## src/design/simt_pkg.sv

```systemverilog
`default_nettype none

package simt_pkg;

    localparam int num_warps = 8;
    localparam int num_lanes = 8;
    localparam int lane_width = 32;
    localparam int num_regs = 8;

    localparam int warp_bits = $clog2(num_warps);
    localparam int reg_bits = $clog2(num_regs);

    // warp number, 0 to num_warps-1.
    typedef logic [warp_bits-1:0] warp_id_t;

    // register address within one warp.
    typedef logic [reg_bits-1:0] reg_addr_t;

    // one bit per lane, set for lanes that take part.
    typedef logic [num_lanes-1:0] lane_mask_t;

    // lane i sits in bits lane_width*i upward.
    typedef logic [num_lanes*lane_width-1:0] warp_data_t;

endpackage

`default_nettype wire

```

## src/design/wb_pkg.sv

```systemverilog
`default_nettype none

package wb_pkg;

    // pending writes tracked per warp.
    localparam int scb_entries = 4;

    typedef logic [$clog2(scb_entries)-1:0] scb_id_t;

    // source of the result currently on the writeback bus.
    typedef enum logic [1:0]
    {
        grant_none,
        grant_alu,
        grant_held_mem
    } bus_grant_e;

endpackage

`default_nettype wire

```

## src/design/result_bus.sv

```systemverilog
`timescale 1ns/1ns
`default_nettype none

module result_bus
(
    input wire clk,
    input wire reset,

    input wire alu_valid,
    input wire simt_pkg::warp_id_t alu_warp,
    input wire simt_pkg::reg_addr_t alu_dst,
    input wire wb_pkg::scb_id_t alu_scb_id,
    input wire simt_pkg::lane_mask_t alu_mask,
    input wire simt_pkg::warp_data_t alu_data,

    input wire mem_valid,
    input wire simt_pkg::warp_id_t mem_warp,
    input wire simt_pkg::reg_addr_t mem_dst,
    input wire wb_pkg::scb_id_t mem_scb_id,
    input wire simt_pkg::lane_mask_t mem_mask,
    input wire simt_pkg::warp_data_t mem_data,

    output logic wb_valid,
    output simt_pkg::warp_id_t wb_warp,
    output simt_pkg::reg_addr_t wb_dst,
    output wb_pkg::scb_id_t wb_scb_id,
    output simt_pkg::lane_mask_t wb_mask,
    output simt_pkg::warp_data_t wb_data
);

    simt_pkg::warp_id_t alu_warp_q;
    simt_pkg::reg_addr_t alu_dst_q;
    wb_pkg::scb_id_t alu_scb_id_q;
    simt_pkg::lane_mask_t alu_mask_q;
    simt_pkg::warp_data_t alu_data_q;

    // every MEM result passes through the hold register.
    simt_pkg::warp_id_t hold_warp;
    simt_pkg::reg_addr_t hold_dst;
    wb_pkg::scb_id_t hold_scb_id;
    simt_pkg::lane_mask_t hold_mask;
    simt_pkg::warp_data_t hold_data;
    logic hold_full; // set only while a MEM result waits behind the ALU.

    wb_pkg::bus_grant_e grant;
    wb_pkg::bus_grant_e grant_next;

    // the issue logic never sends an ALU strobe in the cycle after a conflict.
    always_comb
    begin
        if (hold_full)
            grant_next = wb_pkg::grant_held_mem;
        else if (alu_valid)
            grant_next = wb_pkg::grant_alu;
        else if (mem_valid)
            grant_next = wb_pkg::grant_held_mem;
        else
            grant_next = wb_pkg::grant_none;
    end

    always_ff @(posedge clk)
    begin
        if (reset)
        begin
            grant <= wb_pkg::grant_none;
            hold_full <= 1'b0;
        end
        else
        begin
            grant <= grant_next;
            hold_full <= !hold_full && mem_valid && alu_valid; // a full hold drains now.
        end
    end

    always_ff @(posedge clk)
    begin
        if (alu_valid)
        begin
            alu_warp_q <= alu_warp;
            alu_dst_q <= alu_dst;
            alu_scb_id_q <= alu_scb_id;
            alu_mask_q <= alu_mask;
            alu_data_q <= alu_data;
        end
        if (mem_valid && !hold_full)
        begin
            hold_warp <= mem_warp;
            hold_dst <= mem_dst;
            hold_scb_id <= mem_scb_id;
            hold_mask <= mem_mask;
            hold_data <= mem_data;
        end
    end

    assign wb_valid = (grant != wb_pkg::grant_none);

    always_comb
    begin
        if (grant == wb_pkg::grant_held_mem)
        begin
            wb_warp = hold_warp;
            wb_dst = hold_dst;
            wb_scb_id = hold_scb_id;
            wb_mask = hold_mask;
            wb_data = hold_data;
        end
        else
        begin
            wb_warp = alu_warp_q;
            wb_dst = alu_dst_q;
            wb_scb_id = alu_scb_id_q;
            wb_mask = alu_mask_q;
            wb_data = alu_data_q;
        end
    end

endmodule

`default_nettype wire

```

## config.mk

```make
export PLATFORM = sky130hd
export DESIGN_NAME = result_bus
export DESIGN_NICKNAME = d
export VERILOG_FILES = /design/src/design/simt_pkg.sv /design/src/design/wb_pkg.sv /design/src/design/result_bus.sv
export SDC_FILE = /design/constraint.sdc
export NUM_CORES = 1
export LEC_CHECK = 0
export BUFFER_PORTS_ARGS = -buffer_cell sky130_fd_sc_hd__buf_2
export CORE_AREA = 2 2 319 321
export DETAILED_ROUTE_END_ITERATION = 10
export DIE_AREA = 0 0 321 323
export SETUP_SLACK_MARGIN = 0.4
export SLEW_MARGIN = 20
export SYNTH_ARGS = -nofsm -noshare
export SYNTH_HDL_FRONTEND = slang
export SYNTH_SLANG_ARGS = --single-unit
export TNS_END_PERCENT = 10
```

## constraint.sdc

```tcl
create_clock -name clk -period 42.4 [get_ports clk]
set_input_delay 8.48 -clock clk [delete_from_list [all_inputs] [get_ports clk]]
set_output_delay 8.48 -clock clk [all_outputs]
set_load 0.01 [all_outputs]
```

Yosys cells after proc, flatten, opt, wreduce, memory -nomap -nowiden
Index checks and enable logic that the tools add are counted.
W data, S select, Z words.
{"block": "totals", "reg_bits": 547, "output_inout_bits": 273, "elab_cells": 27, "input_bits": 548}
{"block": "classes", "mux": 8, "eq_ne": 1, "n_reduce_logical": 5}
{"cell": "$mux W256", "count": 1}
{"cell": "$mux W2", "count": 4}
{"cell": "$mux W8", "count": 1}
{"cell": "$mux W3", "count": 2}
{"cell": "$eq A2 B2 Y1 const B", "count": 1}
{"cell": "$logic_and A1 B1 Y1", "count": 2}
{"cell": "$reduce_bool A2 Y1", "count": 1}
{"cell": "$reduce_or A2 Y1", "count": 1}
{"cell": "$logic_not A1 Y1", "count": 1}

Depth between registers and ports, before layout
{"block": "logic_depth", "depth_word": 3, "ltp_mapped": 5, "mapped_depth_nobuf": 2}

Worst setup path after synthesis
OpenSTA, ideal clock, no wires.
{"block": "synth_path", "path_kind": "input to register", "from": "input port mem_valid", "to": "register hold_data[0] (enable)", "t_arrival_ns": 20.179, "path_buffers": 0, "cell_stages": 1, "setup_slack_ns": 21.280, "path_cell_list": "nor2b_1"}
{"block": "synth_between", "elab_chain_cells": 1}
{"item": "from (decl)", "line": "result_bus.sv:16", "rtl": "input wire mem_valid,"}
{"item": "$logic_and A1 B1 Y1", "line": "result_bus.sv:85", "rtl": "if (mem_valid && !hold_full)"}
{"item": "to (signal assigned)", "line": "result_bus.sv:91", "rtl": "hold_data <= mem_data;"}
{"item": "to (decl)", "line": "result_bus.sv:42", "rtl": "simt_pkg::warp_data_t hold_data;"}
No other way between the ends.
A chain may end at the register's enable or synchronous reset.

Worst setup path after layout
{"block": "layout_path", "from": "register grant[1]", "to": "output port wb_data[23]"}
{"block": "layout_between", "elab_chain_cells": 2}
{"item": "from (decl)", "line": "result_bus.sv:45", "rtl": "wb_pkg::bus_grant_e grant;"}
{"item": "from (signal assigned)", "line": "result_bus.sv:65", "rtl": "grant <= wb_pkg::grant_none;"}
{"item": "from (signal assigned)", "line": "result_bus.sv:70", "rtl": "grant <= grant_next;"}
{"item": "$eq A2 B2 Y1", "line": "result_bus.sv:99", "rtl": "if (grant == wb_pkg::grant_held_mem)"}
{"item": "$mux W256", "line": "result_bus.sv:99"}
{"item": "to (decl)", "line": "result_bus.sv:28", "rtl": "output simt_pkg::warp_data_t wb_data"}
No other way between the ends.

==> impl_metrics.yaml <==
pwr:
  p_leak_uw: 0.0109
  ir_drop_uv: 33.2
  p_switching_uw: 280
  pwr-share-clk: 0.395
  powerDensity_mw_per_mm2: 46.3
  power_frac_comb: 0.098
  seq_power_share: 0.508
  swShare: 0.219
  p_int_uw: 999
clock_network:
  clk_pin_slew_ps: 60
  cts-buffers-inserted: 57
  cts_tree: "built"
  clockBufferDepth: 3
  clock_latency_ps: 610
  htreeDepth: 2
  hold_buffers: 0
  root_buffer: "clkbuf_16"
  cts.sinks: 547
  cts_setup_buffers: 0
  cts_resized: 0
drt:
  drc: 0
  drt-total-wl_mm: 54.4
  drt_iter0_drc: 674
  wl_per_cell_microns: 17.6
  avgViaCountPerCell: 3.64
  firstDrtPassIters: 4
  drtAntennaViolNets: 0
  vias: 11200
timing:
  period_share: 0.294
  max_slew_margin: 0.284
  fin_tns_setup_ps: 0
  setup_viol: 0
  setup_ws_ps: 29940
  hold_viol: 0
  worst_pin_slew_ps: 1070
  skew_ps: 11.7
  rsz0062_at_grt: "false"
  fmax_ghz: 0.0802
  period_minus_slack_ps: 12460
  slew_viol_final: 0
run:
  max_cap_viol_count: 0
synthesis:
  yosysWarnings: 0
  synth.distinct_cells: 15
  async_reset_ff_frac: 0
  ys_ff_latch: 547
  synth_top_family_by_area: "multiplexers"
  seq_area_frac_synth: 0.818
  synth_compound_area_frac: 0.000250
  synth_ff_type: "edfxtp_1"
  avgSynthCellArea_sq_um: 23.4
  yosys.area_share.simple: 0.00231
  synth_xor_area_frac: 0
  synth_mux_area_frac: 0.168
  synth-edff-count: 544
  yosys.area.top_type: "edfxtp_1"
  synthTopCellsByArea: "edfxtp_1 81%, mux2_2 11%, mux2_4 6.0%"
  netlist_instances: 857
  synth_common_cells: "544 x edfxtp_1, 192 x mux2_2, 80 x mux2_4"
  netlist_area_sq_mm: 0.0201
  synth_fa_ha_area_frac: 0
  syn_nets: 1405
  synth_most_common_cell: "edfxtp_1"
  synth_top_cell_area_share: 0.815
global_routing:
  grt_max_degree: 95
  grt_use_total: 0.0965
  grt_overflow: 0
  grt_pass1_wl_mm: 73.7
  grt_pass1_vias: 11200
  grt_antenna_before_repair: 10
finish:
  final_cells: 3083
  syn_to_final_growth_pct: 37.7
  finalInstanceArea_sq_mm: 0.0276
  post_route_cells_drive_above_1_share: 0.676
  layout.nets: 2268
critical_path:
  cp.arrival_ps: 3980
  path_common_cell: "buf_4"
  worstSetupStartpointType: "flop"
  cp_num_cells: 6
  cp_max_fo: 55
  worst_r2r_endpoint: "hold_data[16]$_DFFE_PP_"
  cp_slowest_cell: "buf_4"
  max_stage_delay_ps: 810
  crit_end: "wb_data[23]"
  cpLargestDelayFamily: "buffers and inverters"
  r2r_start: "hold_full$_SDFF_PP0_"
  cp-end-kind: "output port"
  r2r_cells: 4
  path_buf_inv: 4
  crit_start: "grant[1]$_SDFF_PP0_"
  cp.required_ps: 33920
  path_cells: "nor2b_4 > buf_4 > buf_4 > buf_4 > mux2_2 > buf_2"
  reg2reg_slack_ps: 39340
  crit_type: "flop to output port"
outcome:
  outcome: "finished, final reports clean"
placed_design:
  dpl_worst_slack_ps: 30450
  hpwl_mm: 40.3
  dp.cells: 2969
  portBuffers: 820
  place_congestion: 0.813
  placed_cell_area_sq_mm: 0.0257
floorplanning:
  fp.dieH_microns: 323
  initial_core_util: 0.199
  chipWidth_microns: 321
  core_area_sq_mm: 0.101
  rows: 117
  fp.dieArea_sq_mm: 0.104
  io-pin-count: 821
worst_hold_path:
  hp-class: "flop to flop"
==> worst min path at each step <==
stage                         startpoint             endpoint  cells past startpoint
floorplan           hold_full$_SDFF_PP0_  grant[0]$_SDFF_PP0_                      1
global placement    hold_full$_SDFF_PP0_  grant[1]$_SDFF_PP0_                      2
detailed placement  hold_full$_SDFF_PP0_  grant[1]$_SDFF_PP0_                      2
CTS                 hold_full$_SDFF_PP0_  grant[1]$_SDFF_PP0_                      2
global route        hold_full$_SDFF_PP0_  grant[1]$_SDFF_PP0_                      2
finish              hold_full$_SDFF_PP0_  grant[1]$_SDFF_PP0_                      2
==> layer usage <==
metal,vias to the layer above,track usage,part of all wire
met5,-,0,0.00075
met4,6,0.0398,0.030
met3,82,0.0374,0.091
met2,503,0.170,0.52
met1,5456,0.103,0.36
li1,5168,-,-
==> kinds of logic after synthesis <==
group	Yosys count
DFF	547
muxes	272
buffers and inverters	31
AOI/OAI and AO/OA	1
and+or+nand+nor	6
==> through the flow <==
stage	utilization	power (uW)	hold slack [ps]
6_report	0.274	1280	515
3_5_place_dp	0.255	788	495
5_1_grt	0.274	1330	531
4_1_cts	0.274	1300	519
2_1_floorplan	-	720	426
3_3_place_gp	0.255	786	496
==> cell type report <==
type / count / area, sq um
Multi-Input combinational cell: 279 / 3420
Clock inverter: 34 / 329
Inverter: 1 / 3.75
Timing Repair Buffer: 834 / 4230
Fill cell: 10200 / 73100
Clock buffer: 74 / 1570
Antenna cell: 5 / 12.5
Tap cell: 1309 / 1640
Sequential cell: 547 / 16400
==> worst reg2reg max path, stage by stage, from the launching register on <==
cell and delay (ps):
dfxtp_1 350, nor2b_4 340, buf_4 460, buf_4 720
buf_4 740
==> state kept, by name, indices dropped and copies added, names as in the netlist <==
register / cells
alu_mask_q: 8
hold_mask: 8
hold_scb_id: 2
grant: 2
hold_warp: 3
alu_dst_q: 3
alu_scb_id_q: 2
alu_data_q: 256
hold_dst: 3
hold_data: 256
alu_warp_q: 3
hold_full: 1
==> layout by cell type (no fill, tap or decap), types with 6 or more instances in the layout <==
cell	Yosys	routed
buf_2	10	819
edfxtp_1	544	544
mux2_2	192	192
mux2_4	80	80
clkbuf_16	0	59
buf_4	10	13
clkbuf_1	0	11
clkinv_1	0	11
clkinv_2	0	10
bufinv_16	0	6
==> power by group through the flow <==
stage | clock network (uW) | registers (uW) | logic, uW
after floorplan | 0 | 661 | 59.2
after global placement | 0 | 660 | 126
after detailed placement | 0 | 661 | 126
after CTS | 521 | 650 | 127
after global routing | 542 | 653 | 134
final | 505 | 649 | 125
No activity file was read; power rests on OpenSTA's default activity.
