$ cat config.mk
export PLATFORM = sky130hd
export DESIGN_NAME = scoreboard
export DESIGN_NICKNAME = d
export VERILOG_FILES = /design/src/design/simt_pkg.sv /design/src/design/wb_pkg.sv /design/src/design/scoreboard.sv
export SDC_FILE = /design/constraint.sdc
export NUM_CORES = 1
export LEC_CHECK = 0
export BUFFER_PORTS_ARGS = -buffer_cell sky130_fd_sc_hd__buf_2
export CAP_MARGIN = 20
export CORE_MARGIN = 3
export CORE_UTILIZATION = 56
export CTS_CLUSTER_DIAMETER = 100
export DETAILED_ROUTE_END_ITERATION = 10
export PLACE_DENSITY = 0.73
export SYNTH_ARGS = -nofsm -noshare
export SYNTH_HDL_FRONTEND = slang
export SYNTH_SLANG_ARGS = --single-unit
export TNS_END_PERCENT = 100
$ cat constraint.sdc
create_clock -name clk -period 5.4 [get_ports clk]
set_input_delay 0.54 -clock clk [delete_from_list [all_inputs] [get_ports clk]]
set_output_delay 0.54 -clock clk [all_outputs]
set_load 0.005 [all_outputs]
$ cat src/design/simt_pkg.sv
`default_nettype none

package simt_pkg;

    localparam int num_warps = 8;
    localparam int num_lanes = 8;
    localparam int lane_width = 32;
    localparam int num_regs = 8;

    localparam int warp_bits = $clog2(num_warps);
    localparam int reg_bits = $clog2(num_regs);

    // warp number, 0 to num_warps-1.
    typedef logic [warp_bits-1:0] warp_id_t;

    // register address within one warp.
    typedef logic [reg_bits-1:0] reg_addr_t;

    // one bit per lane, set for lanes that take part.
    typedef logic [num_lanes-1:0] lane_mask_t;

    // lane i sits in bits lane_width*i upward.
    typedef logic [num_lanes*lane_width-1:0] warp_data_t;

endpackage

`default_nettype wire

$ cat src/design/wb_pkg.sv
`default_nettype none

package wb_pkg;

    // pending writes tracked per warp.
    localparam int scb_entries = 4;

    typedef logic [$clog2(scb_entries)-1:0] scb_id_t;

    // source of the result currently on the writeback bus.
    typedef enum logic [1:0]
    {
        grant_none,
        grant_alu,
        grant_held_mem
    } bus_grant_e;

endpackage

`default_nettype wire

$ cat src/design/scoreboard.sv
`timescale 1ns/1ns
`default_nettype none

module scoreboard
(
    input wire clk,
    input wire reset,

    input wire issue_valid,
    input wire simt_pkg::warp_id_t issue_warp,
    input wire wb_pkg::scb_id_t issue_scb_id,
    input wire simt_pkg::reg_addr_t issue_dst,

    input wire clr_valid,
    input wire simt_pkg::warp_id_t clr_warp,
    input wire wb_pkg::scb_id_t clr_scb_id,

    input wire simt_pkg::warp_id_t q_warp,
    input wire simt_pkg::reg_addr_t q_reg,
    output logic hazard
);

    logic ent_valid [simt_pkg::num_warps][wb_pkg::scb_entries];
    simt_pkg::reg_addr_t ent_dst [simt_pkg::num_warps][wb_pkg::scb_entries];

    always_ff @(posedge clk)
    begin
        if (reset)
        begin
            for (int w = 0; w < simt_pkg::num_warps; w++)
            begin
                for (int e = 0; e < wb_pkg::scb_entries; e++)
                begin
                    ent_valid[w][e] <= 1'b0;
                end
            end
        end
        else
        begin
            if (clr_valid)
                ent_valid[clr_warp][clr_scb_id] <= 1'b0;
            // issue comes last so it wins over a clear of the same entry.
            if (issue_valid)
                ent_valid[issue_warp][issue_scb_id] <= 1'b1;
        end
    end

    // only read while the valid bit is set.
    always_ff @(posedge clk)
    begin
        if (issue_valid)
            ent_dst[issue_warp][issue_scb_id] <= issue_dst;
    end

    // a register is hazardous while any pending entry of its warp targets it.
    always_comb
    begin
        hazard = 1'b0;
        for (int e = 0; e < wb_pkg::scb_entries; e++)
        begin
            if (ent_valid[q_warp][e] && (ent_dst[q_warp][e] == q_reg))
                hazard = 1'b1;
        end
    end

endmodule

`default_nettype wire

# [Word-level counts from Yosys, hierarchy flattened]
# Memories as Yosys holds them, arrays and structs flattened.
# Cells that the tools add are included.
[totals] reg_bits=0 ramBits=128 elab_cells=45 n_memories=2
[classes] order_cmp=4 eq_ne=4 n_mux=25 n_bitwise=2 reduce_logical=8
[memory_table] memory="ent_dst" words=8 word_bits=12 read_ports=1 rd_ports_with_merged_regs=0 wr=1 line="scoreboard.sv:24" text="simt_pkg::reg_addr_t ent_dst [simt_pkg::num_warps][wb_pkg::scb_entries];"
[memory_table] memory="ent_valid" words=8 word_bits=4 read_ports=1 rd_ports_with_merged_regs=0 wr=8 line="scoreboard.sv:23" text="logic ent_valid [simt_pkg::num_warps][wb_pkg::scb_entries];"
[op_table] op="4-bit 2-to-1 mux" n=6
[op_table] op="3-bit equality test" n=4
[op_table] op="1-bit 2-to-1 mux" n=12
[op_table] op="12-bit 2-to-1 mux" n=1
[op_table] op="3-bit 2-to-1 mux" n=3
[op_table] op="4-bit OR reduction" n=2
[op_table] op="3-bit demux with 2-bit select" n=1
[op_table] op="3-bit >= comparator, second input constant" n=2
[op_table] op="1-bit logical AND" n=6
[op_table] op="3-bit by 1-bit < comparator with 1-bit output, second input constant" n=2
[op_table] op="2-bit inverter with 3-bit output" n=2
[op_table] op="1-bit demux with 2-bit select" n=2

# [Longest topological paths before layout]
# Gate-level depths: netlist (run 1).
[depth] depth_word=8 depth_mapped=8 ltp_nobuf=6

# [Least setup slack after synthesis (run 1)]
# No wires, ideal clock.
[synth_timing] path_type="input port to output port" from="input port q_warp[1]" to="output port hazard" t_arrival_ns=2.040 t_required_ns=4.860 slack_ns=2.820 stages=7 n_path_buf=2 path_cell_list="buf_4 buf_2 mux4_2 mux2_2 nand4_1 o32ai_1 or3_1"
[synth_between] elab_chain_cells=7 word_cells_on_any_way=14 cone_classes="eq/ne (4); mux (4); reduce/logical (4); memory (2)"
[synth_lines] item="start: declaration" line="scoreboard.sv:18" text="input wire simt_pkg::warp_id_t q_warp,"
[synth_lines] item="memory read 8 x 12 bit"
[synth_lines] item="3-bit equality test" line="scoreboard.sv:61" text="if (ent_valid[q_warp][e] && (ent_dst[q_warp][e] == q_reg))"
[synth_lines] item="1-bit logical AND" line="scoreboard.sv:61"
[synth_lines] item="1-bit 2-to-1 mux (3 in series)" line="scoreboard.sv:61"
[synth_lines] item="1-bit 2-to-1 mux (*)" line="scoreboard.sv:61"
[synth_lines] item="end: declaration" line="scoreboard.sv:20" text="output logic hazard"
# Every way passes the cells marked *; elsewhere a longest branch is shown, timed or not.

# [Final worst setup path (run 1)]
[layout_timing] from="input port q_warp[0]" to="output port hazard"
# The elaborated chain is that of the path after synthesis.

==> flow_summary.toml, run 1 <==
[status]
status = "finished clean"

[worst_setup_path]
crit_required_ns = 4.86
criticalPathCategory = "in2out"
start_kind = "primary input"
endpoint_kind = "output port"
path_max_fanout = 31
r2r_slack_ns = 4.73
r2r_cells = 2
regToRegStartpoint = "ent_valid[3][0]"
crit_arrival_ns = 3.05
reg2reg_to = "ent_valid[3][0]"

[synthesis]
yosysWarnings = 0
synthTopCellsByArea = "edfxtp_1 53%, dfxtp_1 12%, mux4_2 9.9%"
ys_async_sr_fraction = 0
synth_top_family_by_area = "multiplexers"
synth_ff_type = "edfxtp_1"
synth_adder_area_share = 0
ys_ff_latch = 128
synth_cell_types = 36
synth-compound-area-share = 0.0787
synth_xor_area_frac = 0.0129
synthMuxAreaShare = 0.151
yosysTopAreaCell = "edfxtp_1"
syn-num-nets = 412
syn-cell-area_sq_um = 5440
yosys.area_share.simple = 0.0679
avgSynthCellArea_sq_um = 14.0
synth_top_area_frac = 0.530
syn_inst = 389
synth-edff-count = 96
ys_seq_area_frac = 0.648

[sta]
final-max-slew-violation-count = 0
min_period_ns = 3.59
hold_viol = 0
timing.hold.ws_ns = 0.477
timing.fmax_mhz = 279
slew_headroom = 0.291
finalClockSkew_ns = 0
worst_pin_slew_ns = 1.06
tns_ns = 0
setup_viol = 0
rsz0062_at_grt = "no"
fin_crit_sh = 0.664

[cts]
cts.sinks = 128
clock_latency_ns = 0.51
cts_setup_buffers = 0
cts_tree = "built"
ctsHoldBuffers = 0
htreeDepth = 4
root_buffer = "clkbuf_8"
cts_made_buffers = 17
clkTransAtPathRegs_ns = 0.06
cts_buffer_depth = 2
postCtsResizedCells = 0

[die]
std_cell_rows = 35
die_w_um = 105
coreArea_sq_um = 9330
initial_core_util = 0.583
die_area_sq_um = 10900
die_y_um = 105
io_pins = 24

[hold_path]
whs_path_depth = 2
min_to = "ent_valid[3][1]"
min-delay-start = "ent_valid[3][1]"
holdCritPathClass = "reg2reg"

[power_and_ir_drop]
p_leak_nw = 2.34
ir_worst_vdd_mv = 0.213
pwr_density_cell_nw_per_um2 = 375

[global_routing]
grt_max_degree = 35
grt-ovfl-total = 0
grt_pass1_wl_um = 18800
globalRouteTotalUtil = 0.232
antenna_found_initial = 0
grt_pass1_vias = 3386

[route]
wl_per_cell_um = 21.1
wl_um = 11800
vias_per_cell = 6.04
ant_nets = 0
drtIter0Drc = 330
route.detailed.drc = 0
vias = 3362
firstDrtPassIters = 5

[placement]
dp_hpwl_um = 7700
gp_congestion = 0.857
portBuffers = 23
place_area_sq_um = 5620
placedCellCount = 525

[finish]
antennaDiodeCount = 0
final_nets = 438
fin_area_sq_um = 6210
layout-drive-gt1-share = 0.201
area_delta_synth_final_pct = 14.3
layout.cells.non_filler = 557
final_core_util = 0.666

[flow_run]
drv_cap = 0
per-stage QoR:
stage	setup WS (ns)	total power, mW
2_1_floorplan	2.82	1.17
3_3_place_gp	1.84	1.21
3_5_place_dp	1.80	1.21
4_1_cts	1.81	2.33
5_1_grt	1.63	2.40
6_report	1.81	2.33
critical path: stages:
cell,delay (ns)
buf_2,0.73
buf_4,0.34
mux4_2,0.51
mux2i_1,0.20
xnor2_1,0.14
nor3_1,0.06
or3_1,0.35
buf_2,0.15
power by group:
part	switching [mW]	total, mW	internal [mW]
registers	0.00343	1.07	1.07
clock network	0.415	1.13	0.718
logic	0.0767	0.122	0.0450
total	0.496	2.33	1.83
worst max path at each step:
stage / startpoint / slack (ns) / end / cells after the start
6_report: q_warp[0] / 1.81 / hazard / 8
5_1_grt: q_warp[0] / 1.63 / hazard / 8
4_1_cts: q_warp[0] / 1.81 / hazard / 8
3_5_place_dp: q_warp[0] / 1.80 / hazard / 8
3_3_place_gp: q_warp[0] / 1.84 / hazard / 8
2_1_floorplan: q_warp[1] / 2.82 / hazard / 7
cell families (layout without fill, tap and decap cells):
group                  Yosys count  after routing
flip-flops                     128            128
AO/OA/AOI/OAI                   80             80
AND/OR/NAND/NOR                 73             73
multiplexers                    51             51
buffers and inverters           49             88
XOR/XNOR                         8              8
layer usage:
layer / global-route usage / vias to the layer above / part of all wire
met2: 0.354 / 154 / 0.47
met1: 0.327 / 1678 / 0.43
met5: 0 / - / 0
met4: 0.0674 / 0 / 0.010
met3: 0.0689 / 14 / 0.086
li1: - / 1516 / -
state kept, by name, indices dropped and copies added, names as in the netlist:
register and flops:
ent_dst 96, ent_valid 32
cell usage in the layout (no fill, tap or decap), types with 4 or more instances in the layout:
cell type,n
clkbuf_16,16
xnor2_1,5
nor2_1,6
or3_1,5
a21oi_1,34
edfxtp_1,96
o21ai_0,36
o22ai_1,4
buf_2,23
mux2i_1,18
inv_1,32
mux4_2,24
dfxtp_1,32
mux2_2,5
nand2_1,37
mux2_1,4
cells in the mapped netlist (2+ instances only):
cell / instances
mux2i_1: 18
a22o_1: 2
buf_2: 3
mux2_1: 4
a21oi_1: 34
nor3_1: 3
dfxtp_1: 32
and3b_1: 3
nand2b_1: 3
mux4_2: 24
buf_4: 3
xnor2_1: 5
or3b_2: 3
or3_1: 5
nand3b_1: 3
clkbuf_1: 9
edfxtp_1: 96
o22ai_1: 4
nor2_1: 6
inv_1: 32
xor2_1: 3
o21ai_0: 36
nand2_1: 37
mux2_2: 5
and3_1: 2
a221oi_1: 2
nor3b_1: 3
final cells by class:
cell class	count	area (sq um)
timing repair buffer	24	123
clock inverter	12	159
clock buffer	20	435
tap	129	161
fill	668	3120
inverter	32	120
multi-input combinational	212	1690
sequential	128	3520
No activity file was read; power rests on OpenSTA's default activity.
==> run 2, diff against run 1 <==
==> constraint.sdc (replaced) <==
create_clock -name clk -period 3.75 [get_ports clk]
set_input_delay 0.375 -clock clk [delete_from_list [all_inputs] [get_ports clk]]
set_output_delay 0.375 -clock clk [all_outputs]
set_load 0.005 [all_outputs]
==> flow_summary.toml, run 2 (same netlist as run 1, synthesis figures left out) <==
[cts]
cts.sinks = 128
postCtsResizedCells = 0
ctsHoldBuffers = 0
clock_latency_ns = 0.51
cts_made_buffers = 17
cts_setup_buffers = 0
cts_tree = "built"
root_buffer = "clkbuf_8"
cts_buffer_depth = 2
htreeDepth = 4
clkTransAtPathRegs_ns = 0.05

[global_routing]
antenna_found_initial = 0
grt_max_degree = 35
globalRouteTotalUtil = 0.239
grt_pass1_wl_um = 19400
grt-ovfl-total = 0
grt_pass1_vias = 3532

[route]
vias = 3336
drtIter0Drc = 250
vias_per_cell = 5.98
wl_um = 11900
firstDrtPassIters = 6
wl_per_cell_um = 21.3
route.detailed.drc = 0
ant_nets = 0

[sta]
finalClockSkew_ns = 0
min_period_ns = 2.90
hold_viol = 0
slew_headroom = 0.263
fin_crit_sh = 0.773
setup_viol = 0
timing.fmax_mhz = 345
worst_pin_slew_ns = 1.10
final-max-slew-violation-count = 0
rsz0062_at_grt = "no"
tns_ns = 0

[finish]
reg_top3 = "ent_dst x96, ent_valid x32"
antennaDiodeCount = 0
layout.cells.non_filler = 558
regMostFlops = "ent_dst"
final_nets = 440
final_common_cell = "edfxtp_1"
layout-drive-gt1-share = 0.203
area_delta_synth_final_pct = 14.5
largest_reg_flops = 96
final_cell_mix = "96 x edfxtp_1, 37 x nand2_1, 36 x o21ai_0"
fin_area_sq_um = 6230

[worst_setup_path]
path_buf_inv = 3
crit_required_ns = 3.38
crit_chain = "buf_2, buf_12, mux4_2, mux2i_1, xnor2_1, nor3_1, or3_1, buf_2"
crit_family = "buffers and inverters"
path_depth = 8
r2r_slack_ns = 3.09
crit_arrival_ns = 2.52
criticalPathCategory = "in2out"
start_kind = "primary input"
path_max_fanout = 24
critPathSlowestCell = "mux4_2"
r2r_cells = 2
worst_path_most_repeated_cell = "buf_2"
max_stage_delay_ns = 0.54
endpoint_kind = "output port"

[power_and_ir_drop]
p_leak_nw = 2.34
ir_worst_vdd_mv = 0.273
power_mw = 3.31
pwr_density_cell_nw_per_um2 = 532

[hold_path]
whs_path_depth = 4
holdCritPathClass = "in2reg"

[placement]
gp_congestion = 0.838
portBuffers = 23
placedCellCount = 527
dp_hpwl_um = 7900
place_area_sq_um = 5640

[die]
std_cell_rows = 35
coreArea_sq_um = 9330
io_pins = 24
die_w_um = 105
die_area_sq_um = 10900
die_y_um = 105
initial_core_util = 0.583

[flow_run]
drv_cap = 0

[status]
status = "finished clean"
[run 2: worst paths after layout]
path                   startpoint              end
setup / recovery        q_warp[0]           hazard
hold / removal    issue_scb_id[0]  ent_valid[1][1]
setup reg to reg  ent_valid[3][1]  ent_valid[3][1]
hold reg to reg   ent_valid[6][0]  ent_valid[6][0]
[run 2: cell type report]
cell class                      instances  area, sq um
Inverter                               32          120
Multi-Input combinational cell        212         1690
Timing Repair Buffer                   26          150
Fill cell                             651         3100
Clock inverter                         14          168
Sequential cell                       128         3520
Tap cell                              129          161
Clock buffer                           17          414
[run 2: report_power, final]
part | internal, mW | switching (mW) | total [mW]
clock | 1.01 | 0.585 | 1.59
combinational | 0.0670 | 0.109 | 0.177
sequential | 1.54 | 0.00544 | 1.54
total | 2.61 | 0.700 | 3.31
[run 2: metrics by stage]
step / hold WS [ns] / setup WS (ns) / util
finish: 0.338 / 0.852 / 0.667
global route: 0.359 / 0.686 / 0.667
CTS: 0.310 / 0.781 / 0.667
detailed placement: 0.468 / 0.825 / 0.605
global placement: 0.459 / 0.813 / 0.605
floorplan: 0.451 / 1.50 / -
[run 2: worst min-delay path, stage by stage]
cell     delay [ns]
buf_2          0.11
nor2_1         0.14
nand2_1        0.11
a21oi_1        0.06
[run 2: routing by layer]
metal	GRT usage	vias to the layer above	wire length [um]
met2	0.367	150	5630
met3	0.0652	20	1010
met4	0.0940	0	209
met1	0.326	1651	5040
met5	0	-	0
li1	-	1515	-
